===== src/rtl/sms_pkg.sv =====
// Shared definitions for the 64 KB AHB-Lite SRAM bank.
// Every RTL file refers to these by sms_pkg:: scoped names.
// Holds bus and array widths, AHB encodings, vector types and the
// state type of the deny response FSM.
package sms_pkg;

  localparam int DATA_W    = 32;      // AHB data bus width.
  localparam int BANK_AW   = 16;      // Byte offset inside the 64 KB bank.
  localparam int RAM_AW    = 14;      // Word index of the array.
  localparam int RAM_DEPTH = 16384;   // Words in the array.

  typedef logic [DATA_W-1:0]  hdata_t;
  typedef logic [31:0]        haddr_t;
  typedef logic [BANK_AW-1:0] bank_addr_t;
  typedef logic [1:0]         htrans_t;
  typedef logic [2:0]         hsize_t;
  typedef logic [1:0]         hresp_t;
  typedef logic [3:0]         byte_en_t;  // One bit per byte lane, active high.

  localparam htrans_t HTRANS_NONSEQ = 2'd2;
  localparam htrans_t HTRANS_SEQ    = 2'd3;

  localparam hsize_t HSIZE_BYTE = 3'd0;
  localparam hsize_t HSIZE_HALF = 3'd1;
  localparam hsize_t HSIZE_WORD = 3'd2;

  localparam hresp_t HRESP_OKAY  = 2'd0;
  localparam hresp_t HRESP_ERROR = 2'd1;

  // Two-cycle ERROR response for a denied transfer.
  typedef enum logic [1:0] {
    DENY_IDLE,
    DENY_ERR_WAIT,
    DENY_ERR_LAST
  } deny_state_e;

endpackage


===== src/rtl/sms_deny_filter.sv =====
// Region deny filter in front of the SRAM bank controller.
// A transfer whose direction is denied never reaches the controller;
// the filter answers it with the two-cycle AHB ERROR response instead
// and otherwise passes the controller's hready and hresp through.
`timescale 1ns/1ps

module sms_deny_filter (
  input  logic             i_sys_hclk,
  input  logic             i_sys_rst_b,
  input  logic             i_hsel,
  input  sms_pkg::htrans_t i_htrans,
  input  logic             i_hwrite,
  input  logic             i_rd_deny,
  input  logic             i_wr_deny,
  input  logic             i_ctrl_hready,
  input  sms_pkg::hresp_t  i_ctrl_hresp,
  output logic             o_filt_hsel,
  output sms_pkg::htrans_t o_filt_htrans,
  output logic             o_hready,
  output sms_pkg::hresp_t  o_hresp
);

  sms_pkg::deny_state_e state_q;
  sms_pkg::deny_state_e state_nxt;
  logic                 addr_acc;
  logic                 deny_hit;

  assign addr_acc = i_hsel && o_hready &&
                    ((i_htrans == sms_pkg::HTRANS_NONSEQ) ||
                     (i_htrans == sms_pkg::HTRANS_SEQ));
  assign deny_hit = addr_acc && (i_hwrite ? i_wr_deny : i_rd_deny);

  assign o_filt_hsel   = deny_hit ? 1'b0 : i_hsel;
  assign o_filt_htrans = deny_hit ? '0 : i_htrans;   // Shows IDLE to the controller.

  always_comb
  begin
    state_nxt = state_q;
    case (state_q)
      sms_pkg::DENY_IDLE:
      begin
        if (deny_hit)
          state_nxt = sms_pkg::DENY_ERR_WAIT;
      end
      sms_pkg::DENY_ERR_WAIT:
        state_nxt = sms_pkg::DENY_ERR_LAST;
      sms_pkg::DENY_ERR_LAST:
      begin
        // hready is high here, so a new denied transfer may start.
        state_nxt = deny_hit ? sms_pkg::DENY_ERR_WAIT : sms_pkg::DENY_IDLE;
      end
      default:
        state_nxt = sms_pkg::DENY_IDLE;
    endcase
  end

  always_ff @(posedge i_sys_hclk or negedge i_sys_rst_b)
  begin
    if (!i_sys_rst_b)
      state_q <= sms_pkg::DENY_IDLE;
    else
      state_q <= state_nxt;
  end

  always_comb
  begin
    case (state_q)
      sms_pkg::DENY_ERR_WAIT:
      begin
        o_hready = 1'b0;                   // First ERROR cycle.
        o_hresp  = sms_pkg::HRESP_ERROR;
      end
      sms_pkg::DENY_ERR_LAST:
      begin
        o_hready = 1'b1;                   // Last ERROR cycle.
        o_hresp  = sms_pkg::HRESP_ERROR;
      end
      default:
      begin
        o_hready = i_ctrl_hready;
        o_hresp  = i_ctrl_hresp;
      end
    endcase
  end

  a_err_two_cycles: assert property (
    @(posedge i_sys_hclk) disable iff (!i_sys_rst_b)
    (state_q == sms_pkg::DENY_ERR_WAIT) |=> (state_q == sms_pkg::DENY_ERR_LAST)
  );

endmodule


===== config.mk =====
export PLATFORM = sky130hd
export DESIGN_NAME = sms_deny_filter
export DESIGN_NICKNAME = d
export VERILOG_FILES = /design/src/rtl/sms_pkg.sv /design/src/rtl/sms_deny_filter.sv
export SDC_FILE = /design/constraint.sdc
export NUM_CORES = 1
export LEC_CHECK = 0
export ABC_AREA = 1
export BUFFER_PORTS_ARGS = -buffer_cell sky130_fd_sc_hd__buf_2
export CAP_MARGIN = 20
export CELL_PAD_IN_SITES_DETAIL_PLACEMENT = 1
export CELL_PAD_IN_SITES_GLOBAL_PLACEMENT = 1
export CORE_AREA = 3 3 40 42
export CTS_CLUSTER_DIAMETER = 60
export DETAILED_ROUTE_END_ITERATION = 7
export DIE_AREA = 0 0 43 45
export PLACE_DENSITY_LB_ADDON = 0.25
export SLEW_MARGIN = 40
export SYNTH_ARGS = -nofsm -noshare
export SYNTH_HDL_FRONTEND = slang
export SYNTH_SLANG_ARGS = --single-unit

===== constraint.sdc =====
create_clock -name i_sys_hclk -period 1.35 [get_ports i_sys_hclk]
set_input_delay 0.135 -clock i_sys_hclk [delete_from_list [all_inputs] [get_ports i_sys_hclk]]
set_output_delay 0.135 -clock i_sys_hclk [all_outputs]
set_load 0.01 [all_outputs]

# Yosys cells after proc, flatten, opt, wreduce, memory -nomap -nowiden
# Cells that the tools add are included.
# totals
register_bits	2
in_bits	11
word_cells	20
# op_classes
n_eq_ne	5
n_mux	8
reduce_logical	6
# op_table
operator	n
$eq A2 B2 Y1 const B	3
$mux W2	3
$pmux W2 S3	1
$logic_and A1 B1 Y1	3
$mux W1	3
$eq A2 B1 Y1 const B	1
$logic_not A2 Y1	1
$ne A2 B2 Y1 const B	1
$pmux W1 S2	1
$reduce_or A2 Y1	1
$logic_or A1 B1 Y1	1

# Depth between registers and ports, before layout
# logic_depth
ltp_word	7
mapped_depth	9

# Worst setup path after synthesis
# OpenSTA, ideal clock, no wires.
# synth_timing
path_kind	reg-to-output
from	reg state_q[0]
to	out o_filt_hsel
t_arrival_ns	1.183
required_ns	1.215
slack_ns	0.032
stages_incl_launch_ff	9
n_path_buf	0
path_cell_list	dfrtp_1 inv_1 ha_1 inv_1 nand2_1 nand2_2 nand3_4 nand2_1 inv_1
# synth_between
elab_chain_cells	6
elab_cells_between_ends	7
cone_classes	2 x eq/ne; 2 x mux; 3 x reduce/logical
# synth_rtl
item	line_no	text
start, declared	sms_deny_filter.sv:23	sms_pkg::deny_state_e state_q;
start signal, assigned	sms_deny_filter.sv:60	state_q <= sms_pkg::DENY_IDLE;
start signal, assigned	sms_deny_filter.sv:62	state_q <= state_nxt;
$eq A2 B2 Y1 / $eq A2 B1 Y1 (equally long branches)	sms_deny_filter.sv:67	case (state_q)
$pmux W1 S2 *	sms_deny_filter.sv:67	
net o_hready	sms_deny_filter.sv:19	output logic o_hready,
$logic_and A1 B1 Y1 * (2 in a row)	sms_deny_filter.sv:28	assign addr_acc = i_hsel && o_hready &&
$logic_and A1 B1 Y1 *	sms_deny_filter.sv:31	assign deny_hit = addr_acc && (i_hwrite ? i_wr_deny : i_rd_deny);
$mux W1 *	sms_deny_filter.sv:33	assign o_filt_hsel = deny_hit ? 1'b0 : i_hsel;
end, declared	sms_deny_filter.sv:17	output logic o_filt_hsel,
# Mark *: on every way through the listed nets, which the timed path passes. The rest lies on a longest branch.

# Worst setup path in the final report
# layout_timing
from	reg state_q[1]
to	out o_hresp[0]
# layout_between
elab_chain_cells	3
elab_cells_between_ends	4
cone_classes	2 x eq/ne; 1 x mux; 1 x reduce/logical
# layout_rtl
item	line_no	text
$eq A2 B2 Y1 / $eq A2 B1 Y1 (equally long branches)	sms_deny_filter.sv:67	
$reduce_or A2 Y1 (no source line) *	--	
$mux W2 *	sms_deny_filter.sv:67	
end, declared	sms_deny_filter.sv:20	output sms_pkg::hresp_t o_hresp
# Every way passes the cells marked *; elsewhere a longest branch is shown, timed or not.

==> results.cfg <==
[outcome]
status = finished, violations left
violations = setup timing

[sta]
rsz0062_at_grt = yes
period_share_pct = 112
fmax_mhz = 659
hold_viol = 0
worst_slack_ns = -0.167
fin_skew_ns = 0.00263
final.min_clock_period_ns = 1.52
tightest_slew_ns = 0.127
fin_tns_setup_ns = -0.814
relSlewSlack_pct = 91.5
final_max_slew_viol_count = 0
setup_viol = 7

[critical_path]
arrival_ns = 1.38
worst_path_dominant_cell_family = flip-flops
critPathMaxFanout = 3
critPathSlowestCell = dfrtp_1
worstSetupPathType = reg2out
start_kind = flip-flop
cp-end-kind = primary output
max_stage_delay_ns = 0.37
crit_start = state_q[1]
rr_startpoint = state_q[1]
cp_num_buf_inv = 3
cp_cell_sequence = inv_2, ha_4, buf_4, or2_1, buf_2
required_ns = 1.22

[cells_and_area]
finish.utilization_pct = 40.1
regMostFlops = state_q
multi_input_comb_area_sq_um = 201
layout-drive-gt1-share_pct = 64.7
ff_latch_area_sq_um = 50.0
antenna_cells = 0
finalInstanceArea_sq_um = 515
top_regs = state_q: 2 flops
nets = 85
syn_to_final_growth_pct = 112
largest_reg_flops = 2
fillers = 165

[synth]
synth_seq_cells = 2
ys_seq_area_share_pct = 20.6
synth_enable_flop_cells = 0
synthCells = 37
async_reset_ff_share_pct = 100
ys.flop_type = dfrtp_1
synth_top_area_share_pct = 20.6
yosysUniqueCellTypes = 10
synth_area_leaders = dfrtp_1, ha_1, nand2_1, inv_1, nand3_4
yosys_warnings = 0
synth_area_sq_um = 243
synth_fp_nets = 52
synth.avg_cell_area_sq_um = 6.56
yosysTopAreaCell = dfrtp_1
synth_common_cells = nand2_1, inv_1, ha_1
synth.most_common_cell = nand2_1

[clock_network]
cts.sinks = 2
worstSkewPairLatency_ns = 0.22
clk_pin_slew_worst_paths_ns = 0.03
tritoncts = done
cts-root-buf = clkbuf_4
clk_path_buf_depth = 2
cts_max_level = 1
numCtsBuffers = 3

[power_and_ir_drop]
peakVddDrop_mv = 0.803
pwr_density_cell_nw_per_um2 = 1910
leakagePower_nw = 0.303

[placement]
hpwl_um = 557
postPlaceCellArea_sq_um = 394
place.gp.congestion = 0.700
post-place-ws_ns = -0.0355
port_buffers = 16

[floorplan]
initial_utilization_pct = 18.9
coreArea_sq_um = 1280
dieHeight_um = 45
pin_count = 17
row_count = 13
dieArea_sq_um = 1940
die_w_um = 43

[routing]
via_count = 324
drtAntennaViolNets = 0
viasPerCell = 3.90
dr.pass1.iters = 3
routed_wl_um = 738
drtIter0Drc = 1
drcViolationCount = 0
drt-wirelength-per-cell_um = 8.89

[global_route]
grt_use_total_pct = 8.99
grt_pass1_vias = 305
antenna_found_initial = 0
grt-ovfl-total = 0
grt_max_degree = 5
grt_pass1_wl_um = 1230

[flow_run]
drv_cap = 0

[min_path]
hp-class = in2async
[layout by cell type, fill, tap and decap left out]
cell	instances
buf_2	14
buf_4	10
nand2_1	8
nand2_2	5
inv_1	5
inv_2	4
clkbuf_4	3
buf_6	3
nand3_1	2
nor2_1	2
ha_4	2
ha_1	2
dfrtp_1	2
nand2_4	1
or2_1	1
nand3_4	1
nor2_2	1
nand4_1	1
dlygate4sd3_1	1
[where the power goes]
group / internal, mW / switching [mW] / leakage [nW] / total, mW
Sequential: 0.0864 / 0.0168 / 0.0270 / 0.103
Clock: 0.0979 / 0.0332 / 0.0138 / 0.131
Combinational: 0.416 / 0.334 / 0.262 / 0.750
[cells by family after synthesis]
kind of cell,share of synthesized area (%)
buffers and inverters,13.9
and+or+nand+nor,44.8
adders and majority gates,20.6
DFF,20.6
[per-stage QoR]
stage	hold WS [ns]	total power [mW]	std cells
after floorplan	-0.161	0.369	37
after global routing	0.229	1.08	83
after detailed placement	-0.0750	0.623	75
after CTS	0.217	0.929	82
after global placement	-0.0767	0.610	75
final	0.237	0.985	83
[routing by layer]
metal / global-route usage [%] / routed length [um] / part of all wire (%)
met1: 11.5 / 344 / 47
met2: 11.7 / 331 / 45
met3: 5.98 / 62 / 8.4
met4: 3.61 / 0 / 0
met5: 0 / 0 / 0
[timing repair]
item	4_1_cts	5_1_grt
buffers inserted	3	1
hold buffers	1	0
setup endpoints to repair	7	8
endpoints found under the hold margin	2	0
resized for setup	8	8
cloned	0	0
pin swaps	3	5
[worst reg2reg max path: stages (launching register included)]
cell and delay, ns:
dfrtp_1 0.37, inv_2 0.09, ha_4 0.21, inv_2 0.05, nand2_2 0.06, nand2_4 0.07, nand3_4 0.08, buf_4 0.15
buf_4 0.12, nand2_2 0.04, nand2_1 0.04, nand2_1 0.05
[worst paths after layout]
path / end / slack (ns) / cells after the start
min in group i_sys_hclk: state_q[0] / 0.31 / 5
max in group asynchronous: state_q[0] / 1.01 / 2
worst max-delay path: o_hresp[0] / -0.17 / 5
worst max register to register: state_q[1] / -0.05 / 11
worst min register to register: state_q[1] / 0.67 / 3
worst min-delay path: state_q[1] / 0.24 / 2
[area by class of cell]
class / count / area share (%)
tap: 15 / 3.64
sequential: 2 / 9.71
multi-input combinational: 26 / 39.1
timing repair buffer: 28 / 36.7
clock buffer: 3 / 4.37
inverter: 9 / 6.55
Power figures use the tool's default switching activity.
