==> config.mk <==
export PLATFORM = sky130hd
export DESIGN_NAME = sms_ahb_ctrl
export DESIGN_NICKNAME = d
export VERILOG_FILES = /design/src/rtl/sms_pkg.sv /design/src/rtl/sms_ahb_ctrl.sv
export SDC_FILE = /design/constraint.sdc
export NUM_CORES = 1
export LEC_CHECK = 0
export BUFFER_PORTS_ARGS = -buffer_cell sky130_fd_sc_hd__buf_2
export CAP_MARGIN = 20
export CORE_UTILIZATION = 34
export CTS_CLUSTER_DIAMETER = 60
export CTS_CLUSTER_SIZE = 10
export DETAILED_ROUTE_END_ITERATION = 6
export PLACE_DENSITY = 0.8
export SETUP_SLACK_MARGIN = 0.02
export SLEW_MARGIN = 20
export SYNTH_ARGS = -nofsm -noshare
export SYNTH_HDL_FRONTEND = slang
export SYNTH_SLANG_ARGS = --single-unit
==> constraint.sdc <==
create_clock -name i_sys_hclk -period 1.85 [get_ports i_sys_hclk]
set_input_delay 0.2775 -clock i_sys_hclk [delete_from_list [all_inputs] [get_ports i_sys_hclk]]
set_output_delay 0.2775 -clock i_sys_hclk [all_outputs]
set_load 0.05 [all_outputs]
==> src/rtl/sms_pkg.sv <==
// Shared definitions for the 64 KB AHB-Lite SRAM bank.
// Every RTL file refers to these by sms_pkg:: scoped names.
// Holds bus and array widths, AHB encodings, vector types and the
// state type of the deny response FSM.
package sms_pkg;

  localparam int DATA_W    = 32;      // AHB data bus width.
  localparam int BANK_AW   = 16;      // Byte offset inside the 64 KB bank.
  localparam int RAM_AW    = 14;      // Word index of the array.
  localparam int RAM_DEPTH = 16384;   // Words in the array.

  typedef logic [DATA_W-1:0]  hdata_t;
  typedef logic [31:0]        haddr_t;
  typedef logic [BANK_AW-1:0] bank_addr_t;
  typedef logic [1:0]         htrans_t;
  typedef logic [2:0]         hsize_t;
  typedef logic [1:0]         hresp_t;
  typedef logic [3:0]         byte_en_t;  // One bit per byte lane, active high.

  localparam htrans_t HTRANS_NONSEQ = 2'd2;
  localparam htrans_t HTRANS_SEQ    = 2'd3;

  localparam hsize_t HSIZE_BYTE = 3'd0;
  localparam hsize_t HSIZE_HALF = 3'd1;
  localparam hsize_t HSIZE_WORD = 3'd2;

  localparam hresp_t HRESP_OKAY  = 2'd0;
  localparam hresp_t HRESP_ERROR = 2'd1;

  // Two-cycle ERROR response for a denied transfer.
  typedef enum logic [1:0] {
    DENY_IDLE,
    DENY_ERR_WAIT,
    DENY_ERR_LAST
  } deny_state_e;

endpackage

==> src/rtl/sms_ahb_ctrl.sv <==
// AHB-Lite transfer control for the SRAM bank.
// Reads go to the SRAM in their address phase; writes are buffered and
// committed in their data phase with the live hwdata. A read that meets
// a buffered write is parked in the same holding registers and replayed
// one cycle later, with hready held low for that cycle.
`timescale 1ns/1ps

module sms_ahb_ctrl (
  input  logic                i_sys_hclk,
  input  logic                i_sys_rst_b,
  input  logic                i_hsel,
  input  sms_pkg::htrans_t    i_htrans,
  input  logic                i_hwrite,
  input  sms_pkg::hsize_t     i_hsize,
  input  sms_pkg::haddr_t     i_haddr,
  input  sms_pkg::hdata_t     i_hwdata,
  input  logic                i_bus_hready,
  output logic                o_hready,
  output sms_pkg::hresp_t     o_hresp,
  output logic                o_ram_sel,
  output logic                o_ram_write,
  output sms_pkg::hsize_t     o_ram_size,
  output sms_pkg::bank_addr_t o_ram_addr,
  output sms_pkg::hdata_t     o_ram_wdata,
  output logic                o_idle
);

  logic                addr_acc;
  logic                acc_wr;
  logic                acc_rd;
  logic                wr_pend_q;     // Write data phase in this cycle.
  logic                replay_q;      // Parked read issues in this cycle.
  logic                rd_collide;
  logic                buf_issue;
  sms_pkg::hsize_t     buf_size_q;
  sms_pkg::bank_addr_t buf_addr_q;

  assign addr_acc = i_hsel && i_bus_hready &&
                    ((i_htrans == sms_pkg::HTRANS_NONSEQ) ||
                     (i_htrans == sms_pkg::HTRANS_SEQ));
  assign acc_wr = addr_acc && i_hwrite;
  assign acc_rd = addr_acc && !i_hwrite;

  // The buffered write owns the SRAM port, so the read waits a cycle.
  assign rd_collide = wr_pend_q && acc_rd;
  assign buf_issue  = wr_pend_q || replay_q;

  always_ff @(posedge i_sys_hclk or negedge i_sys_rst_b)
  begin
    if (!i_sys_rst_b)
    begin
      wr_pend_q <= 1'b0;
      replay_q  <= 1'b0;
    end
    else
    begin
      wr_pend_q <= acc_wr;
      replay_q  <= rd_collide;
    end
  end

  // Shared holding registers for a buffered write or a parked read.
  always_ff @(posedge i_sys_hclk)
  begin
    if (acc_wr || rd_collide)
    begin
      buf_size_q <= i_hsize;
      buf_addr_q <= i_haddr[sms_pkg::BANK_AW-1:0];
    end
  end

  // SRAM request mux. Buffered accesses win over a live read.
  always_comb
  begin
    if (buf_issue)
    begin
      o_ram_sel   = 1'b1;
      o_ram_write = wr_pend_q;
      o_ram_size  = buf_size_q;
      o_ram_addr  = buf_addr_q;
    end
    else
    begin
      o_ram_sel   = acc_rd;
      o_ram_write = 1'b0;
      o_ram_size  = i_hsize;
      o_ram_addr  = i_haddr[sms_pkg::BANK_AW-1:0];
    end
  end

  assign o_ram_wdata = i_hwdata;   // Only sampled on a buffered write.

  assign o_hready = !replay_q;
  assign o_hresp  = sms_pkg::HRESP_OKAY;
  assign o_idle   = !addr_acc && !buf_issue;

  a_replay_single: assert property (
    @(posedge i_sys_hclk) disable iff (!i_sys_rst_b)
    replay_q |=> !replay_q
  );

endmodule

# After elaboration in Yosys (flattened, before gate mapping)
# Cells that the tools add are included.
[totals]
regBits = 21
inputBits = 74
output_inout_bits = 57
word_cells = 23
[classes]
eq_ne = 2
muxes = 4
n_reduce_logical = 13
[op_table]
columns = ["operator", "count"]
rows = [
  ["2-to-1 mux 16 bit", 1],
  ["logical AND 1 bit", 6],
  ["equality test 2 bit, second input constant", 2],
  ["logical NOT 1 bit", 4],
  ["logical OR 1 bit", 3],
  ["2-to-1 mux 3 bit", 1],
  ["2-to-1 mux 1 bit", 2],
]

# Logic depth before layout (Yosys ltp)
[logic_depth]
word_depth = 6
ltp_mapped = 3
ltp_nobuf = 2

# Worst setup path after synthesis
# Ideal clock, no wire load.
[synth_path]
path_type = "input to output"
from = "input port i_htrans[1]"
to = "output port o_ram_sel"
arrival_ns = 1.516
t_required_ns = 1.572
setup_slack_ns = 0.057
cell_stages = 2
n_path_buf = 0
cell_sequence = "nand3_1 o21ai_0"
[synth_via]
elab_chain_len = 5
elab_cells_between_ends = 6
cone_classes = "eq/ne (2); mux (1); reduce/logical (3)"
[synth_rtl]
columns = ["element", "line", "text"]
rows = [
  ["from (decl)", "sms_ahb_ctrl.sv:12", "input sms_pkg::htrans_t i_htrans,"],
  ["equality test 2 bit, on equally long branches", "sms_ahb_ctrl.sv:39, sms_ahb_ctrl.sv:40", ""],
  ["logical OR 1 bit (*)", "sms_ahb_ctrl.sv:39", "((i_htrans == sms_pkg::HTRANS_NONSEQ) ||"],
  ["logical AND 1 bit (*)", "sms_ahb_ctrl.sv:38", "assign addr_acc = i_hsel && i_bus_hready &&"],
  ["logical AND 1 bit (*)", "sms_ahb_ctrl.sv:42", "assign acc_rd = addr_acc && !i_hwrite;"],
  ["2-to-1 mux 1 bit (*)", "sms_ahb_ctrl.sv:75", "if (buf_issue)"],
  ["to (decl)", "sms_ahb_ctrl.sv:20", "output logic o_ram_sel,"],
]
# Every way passes the cells marked *; elsewhere a longest branch is shown, timed or not.

# Worst setup path after layout
[layout_path]
from = "register wr_pend_q"
to = "output port o_ram_addr[9]"
[layout_via]
elab_chain_len = 2
[layout_rtl]
columns = ["element", "line", "text"]
rows = [
  ["from (decl)", "sms_ahb_ctrl.sv:31", "logic wr_pend_q;"],
  ["from (signal assigned)", "sms_ahb_ctrl.sv:57", "wr_pend_q <= acc_wr;"],
  ["logical OR 1 bit", "sms_ahb_ctrl.sv:46", "assign buf_issue = wr_pend_q || replay_q;"],
  ["2-to-1 mux 16 bit", "sms_ahb_ctrl.sv:75", ""],
  ["to (decl)", "sms_ahb_ctrl.sv:23", "output sms_pkg::bank_addr_t o_ram_addr,"],
]
# Every way passes these cells.

==> impl_results.md <==
* Clock latency on the worst-skew pair at 300 ps
* Synthesized flop and latch total at 21
* Maxcap violations at 0
* Static leakage at 0.000728 uW
* DRC viols at 0
* First-pass DRT Iterations at 2
* Sw Share at 29.5%
* Crit path max-delay cell type: dfrtp_1
* Slew Limit Fails at 0
* Total Power at 1070 uW
* Vias post-DR at 703
* CP endpoint kind: output pin
* First-pass GRT wire length at 3.61 mm
* Commonest non-fill, non-tap cells in the layout: buf_2, buf_8, mux2_4, edfxtp_1, buf_6
* CP Launch Type: register
* Synth cell types at 15
* Status: finished, violations left
* Initial core utilization at 37.2%
* Clk pin slew, worst setup/hold paths at 120 ps
* Synth warn at 0
* Clock tree root buffer cell: clkbuf_4
* Critical path class: reg2out
* Most common cell after layout, fill and taps aside: buf_2
* Final worst path period need at 1870 ps
* Fmax at 535 MHz
* DIE HEIGHT at 60.7 um
* Final wirelength at 2.43 mm
* Net Switching at 315 uW
* Cell Chain, Critical Path: nor2_4 > buf_6 > mux2_4 > buf_8
* VDD IR max at 0.413 mV
* Reg power frac at 49.7%
* Hold Crit Class: in2reg
* Setup ws final at -18.1 ps
* Die Area at 0.00369 mm^2
* Pin count of the biggest net entering global routing at 20
* Min Hold Slack at 164 ps
* Syn Area/Cell at 13.3 um^2
* Ratio of cells with drive above 1 in the final layout at 72.1%
* Antenna cells at 0
* Antenna Nets Post-Route at 0
* Initial drt markers at 4
* Clock Skew at 1.17 ps
* Setup violations, final at 7
* Layout Nets at 186
* Clk sink count at 21
* FP Rows at 20
* I/O pins at 131
* Hold Violations, Final at 0
* Final worst path period share at 101%
* P_int at 752 uW
* Drt via density at 4.54
* WL/cell at 15.7 um
* Area of the core at 0.00315 mm^2
* Mapped Cells at 88
* Worst Path Max Fanout at 6
* Failing checks: setup timing
* Gp weighted congestion at 0.636
* CP arrival at 1590 ps
* HPWL Detailed at 1.58 mm
* Vias in the first global route at 759
* Max Root-Sink Buffers at 2
* Final Util at 49.9%
* CTS tree: yes
* Antenna violations before repair at 0
* Worst EP required at 1570 ps
* TNS Setup at -99.6 ps
* GRT Util Overall at 14.3%
* Pwr dens at 678 mW/mm^2
* Combinational share of power at 29.9%
* Worst path max stage delay at 430 ps
* IO buf count at 47
* Die width at 60.7 um
* Layout area overhead at 34.3%
* H-tree Lvls at 1
* Cell Area, Synth at 0.00117 mm^2
* Pre-CTS worst setup slack at 271 ps
* TritonCTS Buffers at 3
* Clk pwr share at 20.3%
* Grt total ovfl at 0
* Post-synthesis sequential area ratio at 52.9%
* RSZ-0062 raised after global routing: yes
## final timing paths
| check | slack [ps] | cells after the start | start | to |
|---|---|---|---|---|
| max | -20 | 4 | wr_pend_q$_DFF_PN0_ | o_ram_addr[9] |
| min | 160 | 1 | i_haddr[14] | buf_addr_q[14]$_DFFE_PP_ |
| max reg2reg | 600 | 4 | wr_pend_q$_DFF_PN0_ | buf_addr_q[10]$_DFFE_PP_ |
| min reg2reg | 740 | 2 | wr_pend_q$_DFF_PN0_ | replay_q$_DFF_PN0_ |
| max in group asynchronous | 1460 | 2 | i_sys_rst_b | replay_q$_DFF_PN0_ |
| min in group asynchronous | 300 | 2 | i_sys_rst_b | wr_pend_q$_DFF_PN0_ |
## Yosys cell counts, drive strengths merged
cell type | instances | area [um^2]
nor3b | 1 | 7.51
buf | 36 | 278
edfxtp | 19 | 571
inv | 2 | 7.51
nand3 | 1 | 5.00
clkbuf | 1 | 3.75
mux2 | 19 | 218
o21ai | 1 | 5.00
and2 | 1 | 6.26
nor2 | 4 | 17.5
dfrtp | 2 | 50.1
conb | 1 | 3.75
## kinds of logic after synthesis
kind of cell           count (synthesis)  share of synthesized area, %
buffers and inverters                 39                          24.7
DFF                                   21                          52.9
and+or+nand+nor                        7                          3.10
other                                  1                         0.320
muxes                                 19                          18.6
AOI/OAI and AO/OA                      1                         0.426
## state kept, by name, indices dropped and copies added (netlist names)
register and flops:
buf_addr_q 16, buf_size_q 3, replay_q 1, wr_pend_q 1
## stage by stage
stage / cell area, um^2 / std cells
5_1_grt: 1570 / 155
2_1_floorplan: 1180 / 89
6_report: 1570 / 155
4_1_cts: 1510 / 155
3_5_place_dp: 1210 / 146
3_3_place_gp: 1210 / 146
## what timing repair did
item	in CTS	in global routing
resized for setup	71	19
setup endpoints to repair	19	21
gates cloned	2	0
hold endpoints to repair	2	0
pin swaps	1	1
buffers inserted	2	0
hold buffers	1	0
## worst max-delay path: cells and delay by family (launching register included)
kind                   cells  cell delay (ps)
flip-flops                 1              430
multiplexers               1              320
AND/OR/NAND/NOR            1              210
buffers and inverters      2              330
## power groups by stage
stage / clock [uW] / sequential [uW] / combinational (uW)
final: 217 / 530 / 319
after global routing: 266 / 531 / 333
after CTS: 230 / 530 / 301
after detailed placement: 0 / 541 / 223
after global placement: 0 / 540 / 217
after floorplan: 0 / 540 / 352
## final cells by class
cell class              instances  area [um^2]
fillers                       289         1580
flip-flops and latches         21          621
repair buffers                 55          519
multi-input cells              29          344
well taps                      44         55.1
clock buffers                   3         22.5
inverters                       2         7.51
clock inverters                 1         5.00
## routing by layer
metal  track usage (%)  wire length [um]
met1              13.2               837
met2              25.6              1210
met3              5.54               193
met4              10.1               189
met5                 0                 0
No activity file was read; power rests on OpenSTA's default activity.
